<file path="config.mk">
export PLATFORM = sky130hd
export DESIGN_NAME = datas_scan
export DESIGN_NICKNAME = d
export VERILOG_FILES = /design/src/source/console_pkg.sv /design/src/source/datas_scan.sv
export SDC_FILE = /design/constraint.sdc
export NUM_CORES = 1
export LEC_CHECK = 0
export BUFFER_PORTS_ARGS = -buffer_cell sky130_fd_sc_hd__buf_2
export CAP_MARGIN = 25
export CORE_MARGIN = 2
export CORE_UTILIZATION = 37
export DETAILED_ROUTE_END_ITERATION = 6
export PLACE_DENSITY_LB_ADDON = 0.25
export SYNTH_ARGS = -nofsm -noshare
export SYNTH_HDL_FRONTEND = slang
export SYNTH_SLANG_ARGS = --single-unit
</file>
<file path="constraint.sdc">
create_clock -name clk -period 1.4 [get_ports clk]
set_input_delay 0.07 -clock clk [delete_from_list [all_inputs] [get_ports clk]]
set_output_delay 0.07 -clock clk [all_outputs]
set_load 0.005 [all_outputs]
</file>
<file path="src/source/console_pkg.sv">
/*
 * shared types of the console engine. a record is opcode, addr hi, addr lo, data
 * count bytes above MAX_RECORDS are clipped; QUEUE_DEPTH must be a power of two
 */
`default_nettype none

package console_pkg;

	// ==================================================
	// widths and limits
	// ==================================================

	// command RAM holds the count byte and up to 63 records
	localparam int CMD_AW      = 10;
	// one response byte per record
	localparam int RESP_AW     = 6;
	// register bus address width
	localparam int REG_AW      = 16;

	localparam int IDX_W       = 6;
	localparam int MAX_RECORDS = 63;
	// record k starts at 4*k + RECORD_BASE, byte 0 is the count
	localparam int RECORD_BASE = 4;

	localparam int QUEUE_DEPTH = 4;
	localparam int QUEUE_AW    = $clog2(QUEUE_DEPTH);

	// response byte for an opcode outside 0..3
	localparam logic [7:0] RESP_ILLEGAL = 8'hEE;

	// ==================================================
	// opcodes and commands
	// ==================================================

	// opcode bytes 0..3 map straight onto the first four values
	typedef enum logic [2:0] {
		OP_NOP     = 3'd0,
		OP_WRITE   = 3'd1,
		OP_READ    = 3'd2,
		OP_OR      = 3'd3,
		OP_ILLEGAL = 3'd7
	} console_op_e;

	// decoded record, 33 bits
	typedef struct packed {
		console_op_e       op;
		logic [REG_AW-1:0] addr;
		logic [7:0]        data;
		logic [IDX_W-1:0]  idx;
	} console_cmd_t;

endpackage

`default_nettype wire
</file>
<file path="src/source/datas_scan.sv">
/*
 * executes queued commands on the byte register bus, one response byte each
 * read data is taken the cycle after o_reg_rden, whatever i_reg_wait does then
 */
`default_nettype none

module datas_scan (
	input  wire                             clk,
	input  wire                             i_rst_n,
	input  wire                             i_start,
	input  wire console_pkg::console_cmd_t  i_head,
	input  wire                             i_empty,
	input  wire                             i_scan_done,
	input  wire  [7:0]                      i_reg_rdata,
	input  wire                             i_reg_wait,
	output logic                            o_pop,
	output logic                            o_reg_wren,
	output logic                            o_reg_rden,
	output logic [console_pkg::REG_AW-1:0]  o_reg_addr,
	output logic [7:0]                      o_reg_wdata,
	output logic                            o_resp_wren,
	output logic [console_pkg::RESP_AW-1:0] o_resp_addr,
	output logic [7:0]                      o_resp_din,
	output logic                            o_busy,
	output logic                            o_done,
	output logic                            o_error
);

	import console_pkg::*;

	typedef enum logic [2:0] {
		IDLE,
		DISPATCH,
		READ_WAIT,
		OR_WRITE,
		FINISH
	} exec_state_e;

	exec_state_e  state;
	console_cmd_t cur_cmd;
	logic [7:0]   or_val;
	logic         dispatch_go;

	// take the head only when the bus is free
	assign dispatch_go = (state == DISPATCH) && !i_empty && !i_reg_wait;
	assign o_pop       = dispatch_go;

	// ==================================================
	// register bus strobes
	// ==================================================

	always_comb begin
		o_reg_wren  = 1'b0;
		o_reg_rden  = 1'b0;
		o_reg_addr  = cur_cmd.addr;
		o_reg_wdata = or_val;
		if (dispatch_go) begin
			o_reg_addr  = i_head.addr;
			o_reg_wdata = i_head.data;
			o_reg_wren  = (i_head.op == OP_WRITE);
			o_reg_rden  = (i_head.op == OP_READ) || (i_head.op == OP_OR);
		end else if (state == OR_WRITE && !i_reg_wait) begin
			// write back of the read-modify-write
			o_reg_wren = 1'b1;
		end
	end

	// ==================================================
	// fsm
	// ==================================================

	always_ff @(posedge clk) begin
		if (!i_rst_n) begin
			state       <= IDLE;
			o_busy      <= 1'b0;
			o_done      <= 1'b0;
			o_error     <= 1'b0;
			o_resp_wren <= 1'b0;
		end else begin
			o_done      <= 1'b0;
			o_resp_wren <= 1'b0;
			case (state)
				IDLE: begin
					if (i_start) begin
						o_busy  <= 1'b1;
						o_error <= 1'b0;
						state   <= DISPATCH;
					end
				end
				DISPATCH: begin
					if (dispatch_go) begin
						case (i_head.op)
							OP_READ, OP_OR: state <= READ_WAIT;
							OP_ILLEGAL: begin
								o_error     <= 1'b1;
								o_resp_wren <= 1'b1;
							end
							default: o_resp_wren <= 1'b1;
						endcase
					end else if (i_empty && i_scan_done) begin
						// last response write lands on this edge
						state <= FINISH;
					end
				end
				READ_WAIT: begin
					if (cur_cmd.op == OP_OR) begin
						state <= OR_WRITE;
					end else begin
						o_resp_wren <= 1'b1;
						state       <= DISPATCH;
					end
				end
				OR_WRITE: begin
					if (!i_reg_wait) begin
						o_resp_wren <= 1'b1;
						state       <= DISPATCH;
					end
				end
				FINISH: begin
					o_done <= 1'b1;
					o_busy <= 1'b0;
					state  <= IDLE;
				end
				default: state <= IDLE;
			endcase
		end
	end

	// current command and response byte
	always_ff @(posedge clk) begin
		if (dispatch_go) begin
			cur_cmd     <= i_head;
			o_resp_addr <= i_head.idx;
			case (i_head.op)
				OP_WRITE:   o_resp_din <= i_head.data;
				OP_ILLEGAL: o_resp_din <= RESP_ILLEGAL;
				default:    o_resp_din <= 8'h00;
			endcase
		end
		if (state == READ_WAIT) begin
			or_val     <= i_reg_rdata | cur_cmd.data;
			o_resp_din <= (cur_cmd.op == OP_OR) ? (i_reg_rdata | cur_cmd.data) : i_reg_rdata;
		end
	end

	a_one_strobe: assert property (@(posedge clk) disable iff (!i_rst_n)
		!(o_reg_wren && o_reg_rden));

endmodule

`default_nettype wire

</file>
==> metrics.md <==
| Metric | Value |
|---|---|
| Outcome | finished with violations |
| Failing checks | negative setup slack |
| Pin count of the biggest net entering global routing | 18 |
| Final Cell Area | 0.00418 mm^2 |
| Met1 Track Usage GR | around a fifth |
| Gr ovfl total | 0 |
| Share of post-route cells with drive strength above 1 | between 60% and 70% |
| FP Rows | 30 |
| Vias in the first global route | around 2000 |
| Dpl cell area | 0.00330 mm^2 |
| Clock buffer depth | 2 |
| CTS tree | yes |
| First-pass DRT Iterations | 4 |
| RSZ-0062 raised after global routing | true |
| Antenna viol nets, final | 0 |
| DRC violation count after routing | 0 |
| Netlist Area Pre-Place | 0.00255 mm^2 |
| Cell Pwr Density | roughly 890 mW/mm^2 |
| Max-slew violations | 0 |
| Vias | between 1500 and 2000 |
| # IOs | 92 |
| Die W | 87.1 um |
| FF+latch count, synth | 56 |
| Worst relative slew slack | between 70% and 80% |
| HPWL after DPL | approximately 4000 um |
| Overall die height | 87.1 um |
| Global route hottest layer | met2 |
| Die ar. | 0.00758 mm^2 |
| PnR worst setup slack | -0.349 ns |
| Final Hold Fails | 0 |
| Capture point of the critical path | o_reg_addr[10] |
| Crit end category | primary output |
| Drt wl/cell | about 15 um |
| Diodes inserted | 0 |
| Logic pwr share | 23.9% |
| Crit start category | flop |
| Placed Cells incl. Taps | 359 |
| Start point of the critical path | state[1]$_SDFFE_PN0P_ |
| Core Util, Final | 62.1% |
| Pin slew with the least headroom to its limit | between 0.3 and 0.4 ns |
| Port Buf Inserts | 91 |
| GRT Overall Usage | between 10% and 20% |
| Hold WC Path Type | in2reg |
| FF-to-FF End | o_resp_addr[5]$_DFFE_PN_ |
| Worst vdd ir | slightly above 0.5 mV |
| GR Util met3 | 3.89% |
| Cts bufs inserted | 5 |
| Clk root buf | clkbuf_8 |
| H-tree depth | 2 |
| CP Max Fanout | 6 |
| Cell Count, Final, Fillers Out | between 400 and 500 |
| P_sw | 0.000925 W |
| First-pass GRT wire length | 9300 um |
| Vias per Instance | between 4 and 5 |
| Worst R2R Start | state[1]$_SDFFE_PN0P_ |
| CP required | 1.33 ns |
| Setup_tns | -10.18 ns |
| Sequential share of the synthesized area | around 63% |
| Skew-Pair Late Insertion Delay | 0.31 ns |
| Clock network power share | 23.7% |
| Synthesized Nets | 215 |
| Data arrival, critical path | ~1.7 ns |
| Minimum clock period | 1.75 ns |
| Post-Syn Instances | 168 |
| DRT Wirelength | 6270 um |
| R2R cell count | 8 |
| Yosys warns | 0 |
| Switching Fraction | 24.8% |
| 1st-iter DRT viols | 57 |
| Final GP Congestion | ~0.83 |
| Setup violations, final | 53 |
| Period utilization | 125% |
| Layout Skew | 0.00313 ns |
| Clock slew at reported path FFs | 0.10 ns |
| Maximum clock rate | between 500 and 600 MHz |
| Leakage power | 1.77 nW |
| Antenna violations before repair | 0 |
| Core footprint | 0.00672 mm^2 |
| Avg Cell Area, Syn | ~15 um^2 |
| Critical path class | reg2out |
| Seq pwr share | 52.4% |
| Distinct cells, synth | between 40 and 50 |
| Layout Nets | 386 |
| Clk sink count | 56 |
| Power Internal | 0.00281 W |
| R2R Setup Slk | -0.10 ns |
| Area growth from synthesis to layout | 63.6% |
| Hold Worst Slack | 0.0190 ns |
| Max cap viols | 0 |
| Initial core utilization | between 30% and 40% |
| Met2 global-route usage | 28.2% |
cell usage after synthesis (all sizes together):
cell type | n | area, um^2
a32oi | 1 | 8.76
and2 | 2 | 13.8
o211a | 1 | 10.0
o32ai | 1 | 8.76
clkbuf | 1 | 3.75
nor3 | 2 | 10.0
a21oi | 17 | 92.6
o22ai | 6 | 37.5
or3b | 1 | 8.76
buf | 6 | 72.6
inv | 4 | 22.5
nor2 | 6 | 30.0
a31oi | 2 | 27.5
or3 | 2 | 17.5
a221o | 1 | 11.3
and2b | 1 | 8.76
and3 | 2 | 12.5
or2b | 1 | 7.51
o221a | 1 | 11.3
mux2 | 24 | 338
nand2b | 2 | 22.5
nand2 | 13 | 71.3
nand3 | 2 | 10.0
and3b | 1 | 8.76
or2 | 8 | 50.1
o21ai | 3 | 15.0
edfxtp | 49 | 1470
dfxtp | 7 | 140
mux2i | 1 | 10.0
metrics by stage:
step / total power, W / setup WS [ns]
floorplan: 0.00233 / -0.0677
global placement: 0.00263 / -0.0220
detailed placement: 0.00264 / -0.0498
CTS: 0.00369 / -0.388
global route: 0.00390 / -0.402
finish: 0.00373 / -0.349
sequential cells by signal, indices dropped and copies added, names as in the netlist:
register     cells
cur_cmd         27
o_resp_din       8
or_val           8
o_resp_addr      6
state            3
o_busy           1
o_done           1
o_error          1
o_resp_wren      1
worst min-delay path by stage:
stage                         startpoint                        to  depth (start not counted)
after floorplan               i_head[10]     cur_cmd[10]$_DFFE_PN_                          0
after global placement         i_head[4]  o_resp_addr[4]$_DFFE_PN_                          1
after detailed placement       i_head[1]  o_resp_addr[1]$_DFFE_PN_                          1
after CTS                      i_head[8]      cur_cmd[8]$_DFFE_PN_                          1
after global routing      i_reg_rdata[1]       or_val[1]$_DFFE_PP_                          2
final                            i_rst_n       o_busy$_SDFFE_PN0P_                          3
placed cells by master (no fill, tap or decap), drive strengths merged, types with 2 or more instances in the layout:
cell type    netlist  layout
dlygate4sd3        0      32
mux2              24      24
clkbuf             1       7
clkinv             0       2
and2               2       2
edfxtp            49      49
inv                4       4
or2                8       8
or3                2       2
buf                6     137
nand2b             2       2
nor3               2       2
nand2             13      13
nor2               6       6
nand3              2       2
dfxtp              7       7
a21oi             17      17
o21ai              3       3
and3               2       2
o22ai              6       6
a31oi              2       2
metal layers:
metal	wire (um)	up-vias
li1	-	974
met1	2770	953
met2	3180	51
met3	269	4
met4	48	0
met5	0	-
worst max-delay path, cell delays in order (launching register included):
cell and delay, ns:
dfxtp_2 0.34, nand2b_4 0.15, nor2_4 0.11, nand2_4 0.10, clkinv_8 0.11, buf_12 0.12
mux2_4 0.31, buf_6 0.12
power by group through the flow:
stage / sequential, W / combinational, W / clock, W
after floorplan: 0.00199 / 0.000337 / 0
after global placement: 0.00199 / 0.000641 / 0
after detailed placement: 0.00199 / 0.000647 / 0
after CTS: 0.00196 / 0.000820 / 0.000911
after global routing: 0.00196 / 0.000962 / 0.000969
final: 0.00196 / 0.000891 / 0.000885
layout make-up:
type,instances,area [um^2]
fillers,526,2540
flip-flops and latches,56,1610
repair buffers,170,1420
multi-input cells,101,917
well taps,80,100
clock buffers,6,72.6
inverters,4,30.0
clock inverters,2,12.5
repair inverters,1,6.26
timing repair:
item / 4_1_cts / 5_1_grt
hold buffers: 31 / 1
gates cloned: 1 / 1
resized for setup: 36 / 28
endpoints found under the hold margin: 32 / 1
pin swaps: 2 / 4
buffers inserted: 11 / 12
setup endpoints to repair: 46 / 74
logic make-up after synthesis:
kind of cell / Yosys count / synth area share (%)
flops: 56 / 63.1
buf+inv: 11 / 3.87
simple gates: 43 / 10.6
compound gates: 33 / 8.73
mux: 25 / 13.6
Note: power is estimated with default switching activity, not from simulation.
