**config.mk**
```make
export PLATFORM = sky130hd
export DESIGN_NAME = cmd_queue
export DESIGN_NICKNAME = d
export VERILOG_FILES = /design/src/source/console_pkg.sv /design/src/source/cmd_queue.sv
export SDC_FILE = /design/constraint.sdc
export NUM_CORES = 1
export LEC_CHECK = 0
export BUFFER_PORTS_ARGS = -buffer_cell sky130_fd_sc_hd__buf_2
export CAP_MARGIN = 20
export CELL_PAD_IN_SITES_DETAIL_PLACEMENT = 1
export CELL_PAD_IN_SITES_GLOBAL_PLACEMENT = 1
export CORE_MARGIN = 3
export CORE_UTILIZATION = 47
export CTS_BUF_LIST = sky130_fd_sc_hd__clkbuf_8
export DETAILED_ROUTE_END_ITERATION = 6
export HOLD_SLACK_MARGIN = 0.06
export PLACE_DENSITY_LB_ADDON = 0.1
export SYNTH_ARGS = -nofsm -noshare
export SYNTH_HDL_FRONTEND = slang
export SYNTH_SLANG_ARGS = --single-unit
```
**constraint.sdc**
```tcl
create_clock -name clk -period 1.6 [get_ports clk]
set_input_delay 0 -clock clk [delete_from_list [all_inputs] [get_ports clk]]
set_output_delay 0 -clock clk [all_outputs]
set_load 0.01 [all_outputs]
```
**src/source/console_pkg.sv**
```systemverilog
/*
 * shared types of the console engine. a record is opcode, addr hi, addr lo, data
 * count bytes above MAX_RECORDS are clipped; QUEUE_DEPTH must be a power of two
 */
`default_nettype none

package console_pkg;

	// ==================================================
	// widths and limits
	// ==================================================

	// command RAM holds the count byte and up to 63 records
	localparam int CMD_AW      = 10;
	// one response byte per record
	localparam int RESP_AW     = 6;
	// register bus address width
	localparam int REG_AW      = 16;

	localparam int IDX_W       = 6;
	localparam int MAX_RECORDS = 63;
	// record k starts at 4*k + RECORD_BASE, byte 0 is the count
	localparam int RECORD_BASE = 4;

	localparam int QUEUE_DEPTH = 4;
	localparam int QUEUE_AW    = $clog2(QUEUE_DEPTH);

	// response byte for an opcode outside 0..3
	localparam logic [7:0] RESP_ILLEGAL = 8'hEE;

	// ==================================================
	// opcodes and commands
	// ==================================================

	// opcode bytes 0..3 map straight onto the first four values
	typedef enum logic [2:0] {
		OP_NOP     = 3'd0,
		OP_WRITE   = 3'd1,
		OP_READ    = 3'd2,
		OP_OR      = 3'd3,
		OP_ILLEGAL = 3'd7
	} console_op_e;

	// decoded record, 33 bits
	typedef struct packed {
		console_op_e       op;
		logic [REG_AW-1:0] addr;
		logic [7:0]        data;
		logic [IDX_W-1:0]  idx;
	} console_cmd_t;

endpackage

`default_nettype wire
```
**src/source/cmd_queue.sv**
```systemverilog
/*
 * first-word-fall-through command FIFO, o_head is valid whenever o_empty is low
 * push and pop in the same cycle are allowed
 */
`default_nettype none

module cmd_queue (
	input  wire                            clk,
	input  wire                            i_rst_n,
	input  wire                            i_push,
	input  wire console_pkg::console_cmd_t i_cmd,
	input  wire                            i_pop,
	output console_pkg::console_cmd_t      o_head,
	output logic                           o_full,
	output logic                           o_empty
);

	import console_pkg::*;

	console_cmd_t        mem [QUEUE_DEPTH];
	logic [QUEUE_AW-1:0] wr_ptr;
	logic [QUEUE_AW-1:0] rd_ptr;
	logic [QUEUE_AW:0]   count;

	// pointers wrap on their own since the depth is a power of two
	always_ff @(posedge clk) begin
		if (!i_rst_n) begin
			wr_ptr <= '0;
			rd_ptr <= '0;
			count  <= '0;
		end else begin
			if (i_push) begin
				wr_ptr <= wr_ptr + 1'b1;
			end
			if (i_pop) begin
				rd_ptr <= rd_ptr + 1'b1;
			end
			case ({i_push, i_pop})
				2'b10:   count <= count + 1'b1;
				2'b01:   count <= count - 1'b1;
				default: count <= count;
			endcase
		end
	end

	// storage
	always_ff @(posedge clk) begin
		if (i_push) begin
			mem[wr_ptr] <= i_cmd;
		end
	end

	assign o_head  = mem[rd_ptr];
	assign o_full  = (count == (QUEUE_AW + 1)'(QUEUE_DEPTH));
	assign o_empty = (count == '0);

	a_no_overflow: assert property (@(posedge clk) disable iff (!i_rst_n)
		o_full |-> !i_push);

	a_no_underflow: assert property (@(posedge clk) disable iff (!i_rst_n)
		o_empty |-> !i_pop);

endmodule

`default_nettype wire

```
==> reports/summary.md, run 1 <==
• 2 — maximum buffer depth of the clock tree
• flip-flop — Startpoint Class
• 15.9 mm — first-pass GRT wire length
• 394 — Post-layout nets
• 0.0409 ns — setup slack at placement
• i_cmd[2] — worst hold start
• 2559 — number of vias in the routed layout
• 121 — detailed router's first-iteration violation count
• 7720 uW — overall power after layout
• 0 — number of diodes
• 33 — Final setup viols
• 20.3 um — wire per inst
• 9 — maximum fanout count along the critical path
• 0.307 — part of the total power dissipated in the clock network
• 17 — total clock buffers created by CTS
• 37 — Placement Rows
• multiplexers — dominant combinational cell family by area after synthesis
• 141 — sinks on the clock net
• 141 — count of state elements after synthesis
• 0.555 — Flop pwr share
• 262 — number of nets produced by synthesis
• count[2] — endpoint of the worst register-to-register path
• 1.60 ns — data required time of the critical path
• primary output — critical path capture point type
• clkbuf_8 — root buf cell
• 0.0178 — Synth Area in Simple Gates
• 0.289 ns — Worst Max-Slew Pin Slew
• 5.92 mm — HPWL after DPL
• 28.2% — relative area change from synthesis to final layout
• built — TritonCTS clock tree
• 0.808 — Max-Slew Margin vs Limit
• 0 — warnings from Yosys
• 0.00333 — compound-gate portion of the synthesized area
• finished with violations — result of the run
• 4 — number of H-tree levels
• 0.07 ns — clock-pin transition on the worst setup and hold timing paths
• 219 — Post-Synthesis Cells
• 0.0106 mm2 — core region area
• 2909 — via count of the first global-routing pass
• 0.42 ns — clock latency on the worst-skew pair
• 0.14 ns — worst reg2reg setup slack
• reg -> out — critical path type
• 1.70 ns — Worst Path Arrival
• 0 — grt total ovfl
• 0.327 ns — Hold Worst Slack
• 0 — final number of hold-violating endpoints
• 112 um — height of the die
• 112 um — Die X
• 5.15 — detail-routed via count per cell
• 1150 mW/mm2 — power density normalized to cell area
• count[0] — reg2reg start
• 22 — synth unique cells
• 0 — Post-route DRC
• 71 — # port buffers
• 0.00526 mm2 — area of the mapped netlist
• 0.138 — Logic pwr share
• 0.00236 uW — leak pwr
• true — unrepaired setup endpoints after global routing
• 0.788 — Seq/Total Area, Yosys
• 0 — Max Cap Viol
• 27 — pin count of the biggest net entering global routing
• -0.102 ns — Worst Slack Setup Final
• 24.0 um2 — Syn Area/Cell
• 0.00692 ns — Setup Skew
• 0 — initial antenna violation count
• in -> reg — worst hold path type
• 0.145 — mux cell area share after synthesis
• 0.670 — gp weighted congestion
• 5980 uW — internal power contribution
• 0.00833 — xor/xnor share of the synthesized area
• 5 — depth of the worst register-to-register path
• 72 — total I/O pin count
• 4 — count of TritonRoute iterations in the first routing pass
• 0 — Post CTS Setup Buffer Count
• 0.0125 mm2 — die footprint
• 0.496 — Initial Util
• 0 — max-slew violation count
• 0.225 — fraction of power spent switching nets
• 1.06 — final cycle utilization of the critical path
• negative setup slack — failing checks
• 0.0157 — post-synthesis share of cell area spent on full adders, half adders and majority gates
• 0 — number of nets still failing antenna checks after routing
• o_head[2] — worst setup path end
• 1.70 ns — post-layout minimum cycle time
• 1740 uW — switching power total
• 0.416 — fraction of final layout cells with drive strength greater than 1
• 588 MHz — Max Fclk
• 0.171 — total routing resource utilization after global routing
• 10.1 mm — Post-Route WL
• 0.000664 V — maximum vdd drop
-- cell usage after synthesis --
master / n / area share
mux4_1: 3 / 0.015
xnor2_1: 2 / 0.0033
ha_1: 5 / 0.012
buf_12: 3 / 0.011
dfxtp_1: 9 / 0.034
o21ai_0: 2 / 0.0019
nor2b_1: 1 / 0.0012
mux2i_1: 1 / 0.0019
nand2_1: 2 / 0.0014
or3_1: 1 / 0.0012
edfxtp_1: 132 / 0.75
nor3_1: 1 / 0.00095
fa_1: 1 / 0.0038
xor2_1: 3 / 0.0050
and2_1: 10 / 0.012
clkbuf_1: 1 / 0.00071
mux4_2: 30 / 0.13
a21boi_0: 1 / 0.0014
buf_2: 3 / 0.0029
inv_1: 6 / 0.0043
and3_1: 1 / 0.0012
buf_6: 1 / 0.0021
-- metrics by stage --
stage / setup TNS (ns) / area [um2] / cells / utilization
after floorplan: 0 / 5260 / 219 / -
after global placement: 0 / 5870 / 430 / 0.553
after detailed placement: 0 / 5870 / 430 / 0.553
after CTS: -3.59 / 6620 / 495 / 0.624
after global routing: -4.45 / 6740 / 497 / 0.636
final: -2.37 / 6740 / 497 / 0.636
-- flip-flops by register name, indices dropped and copies added (netlist names), named ones only --
register / cells
rd_ptr: 2
wr_ptr: 2
mem: 132
count: 3
-- power by group through the flow --
stage	clock network, uW	logic, uW	registers (uW)
after floorplan	0	518	4340
after global placement	0	844	4350
after detailed placement	0	860	4360
after CTS	2440	1000	4280
after global routing	2600	1150	4300
final	2370	1070	4280
-- metal layers --
layer	wire length (um)	vias to the layer above	GRT usage
met2	5280	57	0.287
li1	-	1165	-
met5	0	-	0
met4	112	0	0.0657
met1	4270	1327	0.214
met3	413	10	0.0457
-- critical path, stage by stage (launching register included) --
cell and delay, ns:
dfxtp_4 0.42, clkbuf_16 0.20, mux4_2 0.52, buf_6 0.14
-- worst min-delay path by stage --
stage,endpoint,cells after the start,slack [ns]
after floorplan,mem[0][0],0,0.1
after global placement,mem[3][8],1,0.21
after detailed placement,mem[2][15],1,0.22
after CTS,mem[2][15],2,0.29
after global routing,mem[3][2],2,0.31
final,mem[3][2],2,0.33
-- layout by cell type, fill, tap and decap left out, types with 2 or more instances in the layout --
cell           Yosys  final
buf_4              0      6
dfxtp_1            9      6
edfxtp_1         132    132
xnor2_1            2      2
ha_1               5      4
inv_1              6     10
o21ai_0            2      2
buf_6              1     23
clkinv_2           0      2
mux4_2            30     33
clkinv_1           0      2
dlygate4sd3_1      0     36
buf_2              3     48
and2_1            10      6
clkinv_4           0      2
clkbuf_16          0      2
clkbuf_8           0     17
nand2_1            2      2
buf_12             3      6
xor2_1             3      3
and2_2             0      4
dfxtp_2            0      2
-- cell type report --
class                   count  area [um2]
clock buffers              17         234
clock inverters            12        87.6
fillers                   904        3860
inverters                   6        22.5
multi-input cells          64        1000
flip-flops and latches    141        4150
well taps                 136         170
repair buffers            121        1070
-- cell families (layout without fill, tap and decap cells) --
family / after synthesis / count (layout)
AOI/OAI and AO/OA: 3 / 3
buffers and inverters: 14 / 156
and+or+nand+nor: 16 / 16
xor gates and xnor gates: 5 / 5
DFF: 141 / 141
muxes: 34 / 34
adders and majority gates: 6 / 6
-- timing repair --
item | 4_1_cts | 5_1_grt
endpoints found under the setup margin | 33 | 34
pin swaps | 0 | 1
hold endpoints to repair | 141 | 0
hold buffers | 36 | 0
cloned | 0 | 2
gates resized for setup | 16 | 15
Note: power is estimated with default switching activity, not from simulation.
==> inputs of run 2 (changes only) <==
- ABC_AREA: default -> 1
- CORE_UTILIZATION: 47 -> 44
==> run 2 against run 1 <==
  * Largest power group unchanged
  * Largest cell class unchanged
  * Critical path depth increased by 2
  * Total power increased by 1.3%
  * The run now ends clean
  * Final area increased by 0.43%
  * Combinational power decreased by 15%
  * Sequential cell count unchanged
  * Clock-buffer cell count unchanged
==> reports/summary.md, run 2 <==
• finished clean — result of the run
• edfxtp_1 (132), buf_2 (71), nor2_1 (69), o21ai_0 (42), dlygate4sd3_1 (36) — leading cell types in the layout, fill and taps excluded
• 546 — Post-layout nets
• 639 MHz — Max Fclk
• 20 — synth unique cells
• 2 — maximum buffer depth of the clock tree
• 0.243 — fraction of power spent switching nets
• built — TritonCTS clock tree
• 0.44 ns — clock latency on the worst-skew pair
• 17 — total clock buffers created by CTS
• 0.00536 mm2 — area of the mapped netlist
• 0 — number of diodes
• 1.57 ns — Worst Path Arrival
• edfxtp_1 — most numerous cell in the Yosys netlist
• 0.460 — Initial Util
• 0.08 ns — clock-pin transition on the worst setup and hold timing paths
• 22 — maximum fanout count along the critical path
• 659 — number of standard cells in the final layout excluding fillers
• 0.739 — Synth top area share
• in -> reg — worst hold path type
• 0 — Post CTS Setup Buffer Count
• edfxtp_1 — most common library cell in the layout ignoring fill and taps
• flip-flop — Startpoint Class
• clkbuf_8 — root buf cell
• 0 — Max Cap Viol
• 0.544 — Flop pwr share
• mem — register with the most flip-flops
• 0.000624 V — maximum vdd drop
• 0.339 — part of the total power dissipated in the clock network
• 116 um — Die X
• primary output — critical path capture point type
• 0.126 ns — setup slack at placement
• 116 um — height of the die
• 6 — count of TritonRoute iterations in the first routing pass
• true — unrepaired setup endpoints after global routing
• 141 — count of state elements after synthesis
• 39 — Placement Rows
• 376 — Post-Synthesis Cells
• 0.773 — Seq/Total Area, Yosys
• 7820 uW — overall power after layout
• 1150 mW/mm2 — power density normalized to cell area
• 589 — placed cell count
• 0.0340 ns — Worst Slack Setup Final
• 0 — max-slew violation count
• 0.580 — end-of-flow core utilization
• 0 — grt total ovfl
• edfxtp_1 — Primary FF master, synth
• 0 — share of async-settable or async-resettable flops after synthesis
• 132 — Post-synth EDFFs
• 5.28 — detail-routed via count per cell
• 1.60 ns — data required time of the critical path
• 1.57 ns — post-layout minimum cycle time
• 0.705 — gp weighted congestion
• 0.116 — Logic pwr share
• 71 — # port buffers
• mem (132), count (3) — top flop regs
• reg -> out — critical path type
• 0 — Post-route DRC
• edfxtp_1 (132), nor2_1 (69), o21ai_0 (54), o22ai_1 (33), o21ai_1 (18) — Synth top cells by count
• 0.195 — total routing resource utilization after global routing
• 3645 — via count of the first global-routing pass
• 1900 uW — switching power total
• 0.0117 mm2 — core region area
• 0.979 — final cycle utilization of the critical path
• 27 — pin count of the biggest net entering global routing
• 14.3 um2 — Syn Area/Cell
• 141 — sinks on the clock net
• edfxtp_1 (74%), o21ai_0 (5.0%), nor2_1 (4.8%), o22ai_1 (3.9%), dfxtp_1 (3.4%) — top cells by area, synth
• 0.315 ns — Hold Worst Slack
• 0.410 ns — Worst Max-Slew Pin Slew
• 0 — warnings from Yosys
• 12.5 mm — Post-Route WL
• 3478 — number of vias in the routed layout
• 0.727 — Max-Slew Margin vs Limit
• 0.00247 uW — leak pwr
• edfxtp_1 — top cell type by total area after synthesis
• 18.9 um — wire per inst
• 0.0135 mm2 — die footprint
• 0 — initial antenna violation count
• 140 — detailed router's first-iteration violation count
• 72 — total I/O pin count
• 0 — number of nets still failing antenna checks after routing
• 19.3 mm — first-pass GRT wire length
• 4 — number of H-tree levels
• 0.250 — fraction of final layout cells with drive strength greater than 1
• 132 — number of flip-flops in the largest register
• 5920 uW — internal power contribution
• 0 — final number of hold-violating endpoints
• 7.42 mm — HPWL after DPL
• 0 — Final setup viols
• 419 — number of nets produced by synthesis
• 26.3% — relative area change from synthesis to final layout
• 0.00794 ns — Setup Skew
## run 2: metrics by stage
stage / cell area, um2 / setup TNS, ns
after CTS: 6750 / 0
final: 6770 / 0
after floorplan: 5370 / 0
after detailed placement: 5910 / 0
after global routing: 6770 / -0.651
after global placement: 5910 / 0
## run 2: critical path: stages (launching register included)
cell	delay (ns)
dfxtp_4	0.40
inv_8	0.11
buf_12	0.16
o21ai_1	0.08
o22ai_1	0.19
buf_2	0.18
## run 2: cell type report
type | instances | area, um2
fill | 1159 | 4890
sequential | 141 | 4150
multi-input combinational | 198 | 995
timing repair buffer | 128 | 990
clock buffer | 17 | 234
tap | 143 | 179
clock inverter | 15 | 130
inverter | 17 | 90.1
## run 2: power by group through the flow
stage	sequential, uW	combinational, uW	clock, uW
floorplan	4320	452	0
global placement	4320	769	0
detailed placement	4330	793	0
CTS	4250	913	2700
global route	4270	1010	2880
finish	4260	910	2650
## run 2: final timing paths
check | startpoint | end | slack, ns | cells after the start
max | flip-flop | o_head[32] | 0.03 | 5
min | i_cmd[4] | mem[0][4] | 0.32 | 2
max reg2reg | wr_ptr[1] | mem[1][18] | 0.11 | 5
min reg2reg | rd_ptr[1] | flip-flop | 0.44 | 1
## run 2: cell families after synthesis
| group | count (synthesis) | synth area share |
|---|---|---|
| AO/OA/AOI/OAI | 110 | 0.110 |
| adder cells (fa/ha/maj) | 6 | 0.0154 |
| buffers and inverters | 37 | 0.0427 |
| flip-flops | 141 | 0.773 |
| AND/OR/NAND/NOR | 82 | 0.0586 |
## run 2: per-layer routing
layer,part of all wire,track usage
met5,0,0
met4,0.018,0.0851
met3,0.033,0.0461
met2,0.52,0.331
met1,0.43,0.239
## run 2: timing repair
| action | CTS | global route |
|---|---|---|
| endpoints found under the hold margin | 141 | 0 |
| resized for setup | 22 | 15 |
| cloned | 2 | 0 |
| endpoints found under the setup margin | 32 | 25 |
| hold buffers | 36 | 0 |
| pin swaps | 3 | 3 |
