File: config.mk
export PLATFORM = sky130hd
export DESIGN_NAME = cmds_scan
export DESIGN_NICKNAME = d
export VERILOG_FILES = /design/src/source/console_pkg.sv /design/src/source/cmds_scan.sv
export SDC_FILE = /design/constraint.sdc
export NUM_CORES = 1
export LEC_CHECK = 0
export BUFFER_PORTS_ARGS = -buffer_cell sky130_fd_sc_hd__clkbuf_2
export CORE_UTILIZATION = 55
export DETAILED_ROUTE_END_ITERATION = 10
export GPL_ROUTABILITY_DRIVEN = 0
export GPL_TIMING_DRIVEN = 0
export PLACE_DENSITY = 0.8
export SLEW_MARGIN = 20
export SYNTH_ARGS = -nofsm -noshare
export SYNTH_HDL_FRONTEND = slang
export SYNTH_SLANG_ARGS = --single-unit
export TNS_END_PERCENT = 5
File: constraint.sdc
create_clock -name clk -period 3.3 [get_ports clk]
set_input_delay 0.495 -clock clk [delete_from_list [all_inputs] [get_ports clk]]
set_output_delay 0.495 -clock clk [all_outputs]
set_load 0.02 [all_outputs]
File: src/source/console_pkg.sv
/*
 * shared types of the console engine. a record is opcode, addr hi, addr lo, data
 * count bytes above MAX_RECORDS are clipped; QUEUE_DEPTH must be a power of two
 */
`default_nettype none

package console_pkg;

	// ==================================================
	// widths and limits
	// ==================================================

	// command RAM holds the count byte and up to 63 records
	localparam int CMD_AW      = 10;
	// one response byte per record
	localparam int RESP_AW     = 6;
	// register bus address width
	localparam int REG_AW      = 16;

	localparam int IDX_W       = 6;
	localparam int MAX_RECORDS = 63;
	// record k starts at 4*k + RECORD_BASE, byte 0 is the count
	localparam int RECORD_BASE = 4;

	localparam int QUEUE_DEPTH = 4;
	localparam int QUEUE_AW    = $clog2(QUEUE_DEPTH);

	// response byte for an opcode outside 0..3
	localparam logic [7:0] RESP_ILLEGAL = 8'hEE;

	// ==================================================
	// opcodes and commands
	// ==================================================

	// opcode bytes 0..3 map straight onto the first four values
	typedef enum logic [2:0] {
		OP_NOP     = 3'd0,
		OP_WRITE   = 3'd1,
		OP_READ    = 3'd2,
		OP_OR      = 3'd3,
		OP_ILLEGAL = 3'd7
	} console_op_e;

	// decoded record, 33 bits
	typedef struct packed {
		console_op_e       op;
		logic [REG_AW-1:0] addr;
		logic [7:0]        data;
		logic [IDX_W-1:0]  idx;
	} console_cmd_t;

endpackage

`default_nettype wire
File: src/source/cmds_scan.sv
/*
 * reads the count byte, then four bytes per record, and pushes one command each
 * the command RAM must not change while a batch runs
 */
`default_nettype none

module cmds_scan (
	input  wire                            clk,
	input  wire                            i_rst_n,
	input  wire                            i_start,
	input  wire  [7:0]                     i_rd_data,
	input  wire                            i_full,
	output logic [console_pkg::CMD_AW-1:0] o_rd_addr,
	output logic                           o_push,
	output console_pkg::console_cmd_t      o_cmd,
	output logic                           o_scan_done
);

	import console_pkg::*;

	typedef enum logic [2:0] {
		IDLE,
		COUNT,
		FETCH,
		PUSH,
		DONE
	} scan_state_e;

	scan_state_e      state;
	logic [2:0]       byte_cnt;
	logic [IDX_W-1:0] rec_idx;
	logic [IDX_W-1:0] rec_last;
	logic [7:0]       count_clip;
	console_cmd_t     cmd_r;

	function automatic console_op_e decode_op(input logic [7:0] op_byte);
		case (op_byte)
			8'd0:    return OP_NOP;
			8'd1:    return OP_WRITE;
			8'd2:    return OP_READ;
			8'd3:    return OP_OR;
			default: return OP_ILLEGAL;
		endcase
	endfunction

	assign count_clip = (i_rd_data > 8'(MAX_RECORDS)) ? 8'(MAX_RECORDS) : i_rd_data;

	// ==================================================
	// fsm
	// ==================================================

	// byte_cnt j in FETCH means byte j-1 of the record is on i_rd_data;
	// the address runs one step ahead, so PUSH already shows the next record
	always_ff @(posedge clk) begin
		if (!i_rst_n) begin
			state       <= IDLE;
			byte_cnt    <= '0;
			rec_idx     <= '0;
			rec_last    <= '0;
			o_rd_addr   <= '0;
			o_scan_done <= 1'b0;
		end else begin
			case (state)
				IDLE, DONE: begin
					if (i_start) begin
						o_rd_addr   <= '0;
						byte_cnt    <= '0;
						o_scan_done <= 1'b0;
						state       <= COUNT;
					end
				end
				COUNT: begin
					if (byte_cnt == 3'd0) begin
						o_rd_addr <= CMD_AW'(RECORD_BASE);
						byte_cnt  <= 3'd1;
					end else if (count_clip == 8'd0) begin
						// empty batch
						o_scan_done <= 1'b1;
						state       <= DONE;
					end else begin
						rec_last  <= IDX_W'(count_clip - 8'd1);
						rec_idx   <= '0;
						o_rd_addr <= o_rd_addr + 1'b1;
						byte_cnt  <= 3'd1;
						state     <= FETCH;
					end
				end
				FETCH: begin
					if (byte_cnt != 3'd4) begin
						o_rd_addr <= o_rd_addr + 1'b1;
						byte_cnt  <= byte_cnt + 1'b1;
					end else begin
						state <= PUSH;
					end
				end
				PUSH: begin
					// hold the record while the queue is full
					if (!i_full) begin
						if (rec_idx == rec_last) begin
							o_scan_done <= 1'b1;
							state       <= DONE;
						end else begin
							rec_idx   <= rec_idx + 1'b1;
							o_rd_addr <= o_rd_addr + 1'b1;
							byte_cnt  <= 3'd1;
							state     <= FETCH;
						end
					end
				end
				default: state <= IDLE;
			endcase
		end
	end

	// record assembly
	always_ff @(posedge clk) begin
		if (state == FETCH) begin
			case (byte_cnt)
				3'd1: begin
					cmd_r.op  <= decode_op(i_rd_data);
					cmd_r.idx <= rec_idx;
				end
				3'd2:    cmd_r.addr[15:8] <= i_rd_data;
				3'd3:    cmd_r.addr[7:0]  <= i_rd_data;
				3'd4:    cmd_r.data       <= i_rd_data;
				default: cmd_r.data       <= cmd_r.data;
			endcase
		end
	end

	assign o_push = (state == PUSH) && !i_full;
	assign o_cmd  = cmd_r;

	// the queue's full level must hold back every push
	a_no_push_when_full: assert property (@(posedge clk) disable iff (!i_rst_n)
		$rose(o_push) |-> !i_full);

endmodule

`default_nettype wire

==> impl_metrics.env, run 1 <==
export IMPL_status="complete, no violations"
export IMPL_crit_end="byte_cnt[2]"
export IMPL_r2r_end="byte_cnt[2]"
export IMPL_yosys_warnings=0
export IMPL_wl_met3_um=434
export IMPL_max_slew_margin_rel_pct=42.1
export IMPL_cts_htree_levels=3
export IMPL_grt_max_degree=12
export IMPL_maxCapViolations=0
export IMPL_fin_total_pwr_uw=1790
export IMPL_postSynth_asyncResetShare_pct=0
export IMPL_overflow=0
export IMPL_timing_hold_ws_ns=0.361
export IMPL_synth_edf_count=33
export IMPL_final_nets=342
export IMPL_path_clk_slew_ns=0.06
export IMPL_grt_pass1_wl_mm=9.78
export IMPL_die_w_um=73.5
export IMPL_crit_start="i_rd_data[6]"
export IMPL_clock_sinks=62
export IMPL_synth_xor_area_share_pct=3.12
export IMPL_die_h_um=73.5
export IMPL_regToRegStartpoint="byte_cnt[0]"
export IMPL_ant_nets=0
export IMPL_synthFlopType="edfxtp_1"
export IMPL_cts_buffers=9
export IMPL_drive_gt1_share_pct=26.1
export IMPL_area_delta_synth_final_pct=21.9
export IMPL_num_rows=25
export IMPL_cts_buffer_depth=2
export IMPL_synth_compound_area_share_pct=15.9
export IMPL_synthDistinctLibCells=46
export IMPL_wl_per_cell_um=15.4
export IMPL_tns_ns=0
export IMPL_cts_setup_buffers=0
export IMPL_dr_pass1_iters=5
export IMPL_start_kind="input port"
export IMPL_ys_top_cells_by_area="edfxtp_1, dfxtp_1, ha_1"
export IMPL_critPathKind="in2reg"
export IMPL_reg2reg_depth=8
export IMPL_cts_tree="yes"
export IMPL_fmax_ghz=0.371
export IMPL_powerDensity_nw_per_um2=523
export IMPL_met2_length_mm=2.82
export IMPL_synth_adder_area_share_pct=4.01
export IMPL_rrSetupSlack_ns=1.03
export IMPL_vias_per_cell=5.68
export IMPL_cp_arrival_ns=2.96
export IMPL_cts_hold_buf=0
export IMPL_core_um2=4820
export IMPL_ios=57
export IMPL_synth_seq_cells=62
export IMPL_drc=0
export IMPL_dr_total_vias=2232
export IMPL_peakVddDrop_v=0.000329
export IMPL_antenna_found_initial=0
export IMPL_synth_mux_area_share_pct=0.713
export IMPL_wl_mm=6.05
export IMPL_syn_area_um2=2810
export IMPL_crit_fanout=10
export IMPL_finalHoldViolCount=0
export IMPL_crit_path_end_kind="flip-flop"
export IMPL_clk_latency_ns=0.34
export IMPL_syn_nets=275
export IMPL_rsz0062_at_grt="no"
export IMPL_final_max_slew_viol_count=0
export IMPL_portBuffers=56
export IMPL_fin_skew_ns=0.00657
export IMPL_met1_length_mm=2.76
export IMPL_grt_use_total_pct=24.7
export IMPL_synth_simple_area_share_pct=17.9
export IMPL_drtIter0Drc=175
export IMPL_synth_top_area_share_pct=35.3
export IMPL_root_buffer="clkbuf_8"
export IMPL_setup_viol=0
export IMPL_min_period_ns=2.70
export IMPL_syn_instance_count=254
export IMPL_diodes=0
export IMPL_max_slew_worst_pin_slew_ns=0.864
export IMPL_hpwl_mm=4.19
export IMPL_fin_crit_sh_pct=81.7
export IMPL_synth_top_family_by_area="simple AND/OR/NAND/NOR gates"
export IMPL_routed_top_layer="met4"
export IMPL_hp_class="in2reg"
export IMPL_seq_area_frac_synth_pct=55.9
export IMPL_syn_avg_cell_area_um2=11.1
export IMPL_dieArea_um2=5400
export IMPL_start_util_pct=58.3
export IMPL_first_global_vias=2042
export IMPL_leakage_uw=0.00129
export IMPL_cts_resized=0
export IMPL_yosysTopAreaCell="edfxtp_1"
export IMPL_cp_required_ns=3.57
[logic make-up after synthesis]
logic type,Yosys count
AND/OR/NAND/NOR,92
buffers and inverters,17
flip-flops,62
AO/OA/AOI/OAI,62
adder cells (fa/ha/maj),9
XOR/XNOR,10
multiplexers,2
[layout by cell type, fill, tap and decap left out, types with 9 or more instances in the layout]
cell type,Yosys,routed
clkbuf_2,0,56
o311ai_0,9,9
clkbuf_8,0,10
ha_1,9,9
nand2_1,9,9
nor2_1,29,29
dfxtp_1,29,29
edfxtp_1,33,33
clkbuf_1,7,9
o21ai_0,17,17
xnor2_1,9,9
[how the worst min path moves through the flow]
| stage | from | end | slack [ns] | cells after the start |
|---|---|---|---|---|
| floorplan | rec_idx[5] | o_cmd[5] | 0.46 | 0 |
| global placement | o_rd_addr[9] | o_rd_addr[9] | 0.47 | 1 |
| detailed placement | o_rd_addr[9] | o_rd_addr[9] | 0.46 | 1 |
| CTS | i_start | o_scan_done | 0.34 | 2 |
| global route | i_start | o_scan_done | 0.36 | 2 |
| finish | i_start | o_scan_done | 0.36 | 2 |
[layout make-up]
| type | count | area (um^2) |
|---|---|---|
| buffer | 11 | 45.0 |
| clock buffer | 12 | 145 |
| clock inverter | 4 | 95.1 |
| fill | 369 | 1390 |
| inverter | 6 | 22.5 |
| multi-input combinational | 175 | 1180 |
| sequential | 62 | 1570 |
| tap | 67 | 83.8 |
| timing repair buffer | 56 | 280 |
[where the power goes]
group	internal, uW	leakage, uW	total [uW]	switching (uW)
Clock	522	0.000121	800	279
Combinational	52.9	0.000631	160	107
Sequential	821	0.000537	831	9.86
Total	1400	0.00129	1790	396
[cell usage after synthesis, drive strengths merged, types with 3 or more instances]
master  instances
a21oi           9
a31oi           8
and3            6
buf             4
clkbuf          7
dfxtp          29
edfxtp         33
ha              9
inv             5
nand2           9
nand3           7
nand3b          8
nor2           29
nor2b           3
nor3            8
o211ai          3
o21ai          17
o311ai         11
o31ai           4
o41ai           3
or2             3
or3             5
or4             4
xnor2           9
[routing by layer]
metal / global-route usage [%] / vias up
li1: - / 1104
met1: 33.2 / 1036
met2: 38.2 / 87
met3: 7.82 / 5
met4: 7.48 / 0
met5: 0 / -
[stage by stage]
stage / utilization, % / cells / area, um^2 / setup WS [ns]
5_1_grt: 71.1 / 393 / 3420 / 0.311
6_report: 71.1 / 393 / 3420 / 0.603
4_1_cts: 71.0 / 393 / 3420 / 0.622
2_1_floorplan: - / 254 / 2810 / 0.886
3_5_place_dp: 66.0 / 377 / 3180 / 0.288
3_3_place_gp: 65.9 / 377 / 3170 / 0.304
[critical path, stage by stage]
cell      delay, ns
clkbuf_2       0.13
or2_2          0.35
nor2_1         0.20
ha_1           0.19
nor4b_2        0.32
nand2_1        0.18
o211ai_4       0.33
clkbuf_1       0.42
o21ai_0        0.20
a21oi_1        0.15
[flip-flops by register name, indices dropped and copies added, names as in the netlist]
register / cells
rec_last: 6
rec_idx: 6
o_rd_addr: 10
o_cmd: 33
state: 3
byte_cnt: 3
o_scan_done: 1
(Power assumes the default switching activity.)
==> run 2: changes to the inputs <==
- CORE_UTILIZATION: 55 -> 54
- PLACE_DENSITY: 0.8 -> 0.79
- clock period: 3.3 -> 2.68 ns (I/O delays scaled with it)
==> run 2 against run 1 <==
Against the previous run:
- clock-buffer cell count unchanged
- critical path depth unchanged
- core utilization down 1.1 points
- critical path type unchanged
==> impl_metrics.env, run 2 (synthesis results as in run 1) <==
export IMPL_status="complete, no violations"
export IMPL_diodes=0
export IMPL_drc=0
export IMPL_crit_family="simple AND/OR/NAND/NOR gates"
export IMPL_dpl_cell_count=377
export IMPL_cp_slowest_cell="or2_2"
export IMPL_crit_chain="clkbuf_2, or2_2, nor2_1, ha_1, nor4b_2, nand2_1, o211ai_4, clkbuf_2, o311ai_0, o41ai_1"
export IMPL_area_delta_synth_final_pct=20.8
export IMPL_cts_buffer_depth=2
export IMPL_setup_viol=0
export IMPL_crit_fanout=10
export IMPL_cts_tree="yes"
export IMPL_critPathKind="in2reg"
export IMPL_dieArea_um2=5490
export IMPL_mostFrequentLayoutCells="clkbuf_2, edfxtp_1, nor2_1, dfxtp_1, o21ai_0"
export IMPL_rsz0062_at_grt="no"
export IMPL_dr_pass1_iters=5
export IMPL_max_slew_worst_pin_slew_ns=0.884
export IMPL_leakage_uw=0.00127
export IMPL_die_w_um=74.1
export IMPL_portBuffers=56
export IMPL_ant_nets=0
export IMPL_cp_common_cell="clkbuf_2"
export IMPL_regArea_um2=1570
export IMPL_cp_required_ns=2.93
export IMPL_layout_commonest_cell="clkbuf_2"
export IMPL_largest_reg_flops=33
export IMPL_die_h_um=74.1
export IMPL_peakVddDrop_v=0.000447
export IMPL_fin_total_pwr_uw=2060
export IMPL_ios=57
export IMPL_dr_total_vias=2256
export IMPL_drive_gt1_share_pct=26.7
export IMPL_fin_skew_ns=0.00544
export IMPL_multi_input_area_um2=1190
export IMPL_grt_max_degree=12
export IMPL_root_buffer="clkbuf_8"
export IMPL_path_clk_slew_ns=0.07
export IMPL_num_rows=25
export IMPL_cts_buffers=9
export IMPL_fin_crit_sh_pct=91.1
export IMPL_antenna_found_initial=0
export IMPL_nFillCells=354
export IMPL_max_slew_margin_rel_pct=40.8
export IMPL_cts_setup_buffers=0
export IMPL_vias_per_cell=5.74
export IMPL_overflow=0
export IMPL_wl_mm=6.09
export IMPL_fmax_ghz=0.409
export IMPL_powerDensity_nw_per_um2=607
export IMPL_hp_class="in2reg"
export IMPL_finalHoldViolCount=0
export IMPL_final_nets=342
export IMPL_crit_path_end_kind="flip-flop"
export IMPL_cp_arrival_ns=2.69
export IMPL_grt_pass1_wl_mm=10.0
export IMPL_start_util_pct=57.9
export IMPL_start_kind="input port"
export IMPL_fin_cells=393
export IMPL_clock_sinks=62
export IMPL_maxCapViolations=0
export IMPL_hpwl_mm=4.19
export IMPL_cts_hold_buf=0
export IMPL_max_stage_delay_ns=0.34
export IMPL_crit_buf_inv=2
export IMPL_final_max_slew_viol_count=0
export IMPL_grt_use_total_pct=24.7
export IMPL_drtIter0Drc=180
export IMPL_clk_latency_ns=0.35
export IMPL_min_period_ns=2.44
export IMPL_first_global_vias=2110
export IMPL_timing_hold_ws_ns=0.267
export IMPL_cts_resized=0
export IMPL_core_um2=4850
export IMPL_wl_per_cell_um=15.5
export IMPL_cts_htree_levels=3
[run 2: changes by cell type in the layout (fill, tap and decap cells not counted)]
cell,previous run,this run
a41oi_1,1,0
a41oi_2,0,1
bufinv_16,3,1
clkbuf_1,9,7
clkbuf_2,56,57
clkbuf_8,10,11
clkinv_1,1,2
clkinvlp_4,0,1
[run 2: through the flow]
step	setup TNS [ns]	setup slack (ns)	instance area [um^2]	util, %
3_5_place_dp	-2.45	-0.232	3180	65.5
4_1_cts	0	0.102	3380	69.7
6_report	0	0.237	3390	70.0
2_1_floorplan	0	0.359	2810	-
5_1_grt	0	0.0159	3390	70.0
3_3_place_gp	-2.07	-0.184	3170	65.4
[run 2: final timing paths]
| check | from | to | slack (ns) | depth (start not counted) |
|---|---|---|---|---|
| worst min-delay path | i_start | o_scan_done | 0.27 | 2 |
| worst max-delay path | i_rd_data[6] | o_rd_addr[9] | 0.24 | 10 |
| worst min register to register | o_rd_addr[9] | o_rd_addr[9] | 0.49 | 1 |
| worst max register to register | byte_cnt[0] | o_rd_addr[9] | 0.37 | 7 |
[run 2: report_power, final]
group	leakage [uW]	internal (uW)	switching, uW
Clock	0.000100	476	365
Sequential	0.000533	1010	12.1
Combinational	0.000634	66.3	131
Total	0.00127	1550	508
[run 2: worst reg2reg max path, cell delays in order, from the launching register on]
cell	delay, ns
dfxtp_1	0.34
inv_1	0.11
ha_1	0.20
nand2b_1	0.17
a31oi_1	0.77
a31oi_1	0.09
o311ai_0	0.38
o41ai_1	0.13
[run 2: final cells by class]
class	instances	share of cell area [%]
buffer	11	1.36
clock inverter	4	1.36
inverter	6	0.664
sequential	62	46.3
clock buffer	12	4.57
tap	67	2.47
timing repair buffer	56	8.26
multi-input combinational	175	35.0
[run 2: layer usage]
metal,GRT usage (%),share of wire [%],wire length (um)
met1,33.5,46,2770
met2,36.1,46,2820
met3,5.15,6.5,397
met4,16.0,1.5,93
met5,0,0,0
==> run 3: changes to the inputs <==
- REMOVE_ABC_BUFFERS: not set -> 1
==> run 3 against run 2 <==
Against the previous run:
- global-route usage down 2.7 points
- wire length fell by 3.5%
- first-iteration DRC count shrank 19%
- clock-buffer cell count is the same
- via count fell by 0.58%
- combinational power down 3%
- design area down 0.33%
- register-to-register slack lost 0.18 ns
- sequential share of layout area grew 0.15 points
- sequential power is essentially flat
- clock skew grew 0.0030 ns
- critical path type is now reg2reg
- largest cell class unchanged
==> impl_metrics.env, run 3 (synthesis results as in run 1) <==
export IMPL_status="complete, no violations"
export IMPL_diodes=0
export IMPL_path_clk_slew_ns=0.07
export IMPL_drtIter0Drc=145
export IMPL_ant_nets=0
export IMPL_antenna_found_initial=0
export IMPL_mostFrequentLayoutCells="clkbuf_2, edfxtp_1, nor2_1, dfxtp_1, o21ai_0"
export IMPL_fmax_ghz=0.401
export IMPL_cp_required_ns=2.91
export IMPL_globalRouteMet2Util_pct=33.2
export IMPL_area_delta_synth_final_pct=20.4
export IMPL_regToRegStartpoint="state[0]"
export IMPL_fin_skew_ns=0.00847
export IMPL_largest_reg_flops=33
export IMPL_grt_max_degree=28
export IMPL_layout_commonest_cell="clkbuf_2"
export IMPL_wl_mm=5.87
export IMPL_fin_total_pwr_uw=2010
export IMPL_grt_use_met3_pct=4.47
export IMPL_crit_start="state[0]"
export IMPL_dieArea_um2=5490
export IMPL_vias_per_cell=5.81
export IMPL_cts_htree_levels=3
export IMPL_critPathKind="reg2reg"
export IMPL_max_slew_margin_rel_pct=44.0
export IMPL_finalHoldViolCount=0
export IMPL_grt_pass1_wl_mm=8.99
export IMPL_grt_use_total_pct=22.1
export IMPL_first_global_vias=1934
export IMPL_start_kind="flip-flop"
export IMPL_start_util_pct=57.9
export IMPL_cts_buffers=9
export IMPL_overflow=0
export IMPL_drive_gt1_share_pct=27.0
export IMPL_setup_viol=0
export IMPL_final_nets=335
export IMPL_rrSetupSlack_ns=0.19
export IMPL_reg2reg_depth=5
export IMPL_portBuffers=56
export IMPL_maxCapViolations=0
export IMPL_final_max_slew_viol_count=0
export IMPL_cts_hold_buf=0
export IMPL_min_period_ns=2.49
export IMPL_hp_class="in2reg"
export IMPL_timing_final_ws_setup_ns=0.189
export IMPL_place_ws_ns=-0.287
export IMPL_die_w_um=74.1
export IMPL_cts_buffer_depth=2
export IMPL_root_buffer="clkbuf_8"
export IMPL_max_slew_worst_pin_slew_ns=0.836
export IMPL_num_rows=25
export IMPL_cp_arrival_ns=2.72
export IMPL_drc=0
export IMPL_clock_sinks=62
export IMPL_peakVddDrop_v=0.000402
export IMPL_crit_path_end_kind="flip-flop"
export IMPL_r2r_end="rec_idx[4]"
export IMPL_wl_per_cell_um=15.2
export IMPL_leakage_uw=0.00125
export IMPL_core_um2=4850
export IMPL_fin_crit_sh_pct=93.0
export IMPL_top_usage_layer="met2"
export IMPL_clk_latency_ns=0.34
export IMPL_dr_pass1_iters=5
export IMPL_ios=57
export IMPL_powerDensity_nw_per_um2=593
export IMPL_cts_tree="yes"
export IMPL_dr_total_vias=2243
export IMPL_grt_use_met1_pct=29.4
export IMPL_hpwl_mm=3.84
export IMPL_crit_end="rec_idx[4]"
export IMPL_crit_fanout=17
export IMPL_rsz0062_at_grt="no"
export IMPL_die_h_um=74.1
==> run 3: cell count changes in the layout (fill, tap and decap cells not counted) <==
cell / before / now
clkbuf_1: 7 / 3
buf_2: 3 / 0
buf_4: 0 / 2
clkbuf_8: 11 / 9
buf_1: 1 / 0
buf_12: 0 / 1
clkbuf_2: 57 / 56
clkinv_1: 2 / 1
clkinvlp_4: 1 / 2
nor3_4: 0 / 1
==> run 3: through the flow <==
stage	area, um^2	setup TNS, ns	util [%]	hold WS (ns)	cells
2_1_floorplan	2760	0	-	0.458	243
3_3_place_gp	3130	-2.42	64.5	0.457	366
3_5_place_dp	3140	-3.19	64.7	0.470	366
4_1_cts	3320	0	68.6	0.261	382
5_1_grt	3380	0	69.8	0.276	386
6_report	3380	0	69.8	0.263	386
==> run 3: how the worst min path moves through the flow <==
stage,startpoint,slack (ns),depth (start not counted),end
2_1_floorplan,rec_idx[5],0.46,0,o_cmd[5]
3_3_place_gp,o_rd_addr[9],0.46,1,o_rd_addr[9]
3_5_place_dp,o_rd_addr[9],0.47,1,o_rd_addr[9]
4_1_cts,i_start,0.26,2,o_scan_done
5_1_grt,i_start,0.28,2,o_scan_done
6_report,i_start,0.26,2,o_scan_done
==> run 3: worst max-delay path, stage by stage, from the launching register on <==
cell      delay [ns]
dfxtp_1         0.71
nand3b_1        0.46
nor2_1          0.36
a41oi_2         0.15
or3_1           0.48
o41ai_1         0.24
==> run 3: final cells by class <==
class,count,area (um^2)
Timing Repair Buffer,59,315
Sequential cell,62,1570
Inverter,6,22.5
Clock buffer,12,135
Tap cell,67,83.8
Multi-Input combinational cell,176,1200
Clock inverter,4,50.0
Fill cell,365,1470
==> run 3: per-layer routing <==
metal,up-vias,share of wire (%)
met5,-,0
met4,0,1.9
met3,11,5.5
met2,83,47
met1,1054,45
li1,1095,-
==> run 3: power breakdown <==
part | internal (uW) | switching (uW) | total [uW]
Clock | 429 | 349 | 778
Combinational | 72.6 | 119 | 191
Sequential | 1010 | 25.7 | 1040
==> run 3: what timing repair did <==
action / CTS / global route
hold endpoints to repair: 0 / 0
setup endpoints to repair: 0 / 13
gates resized for setup: 0 / 1
buffers inserted: 0 / 3
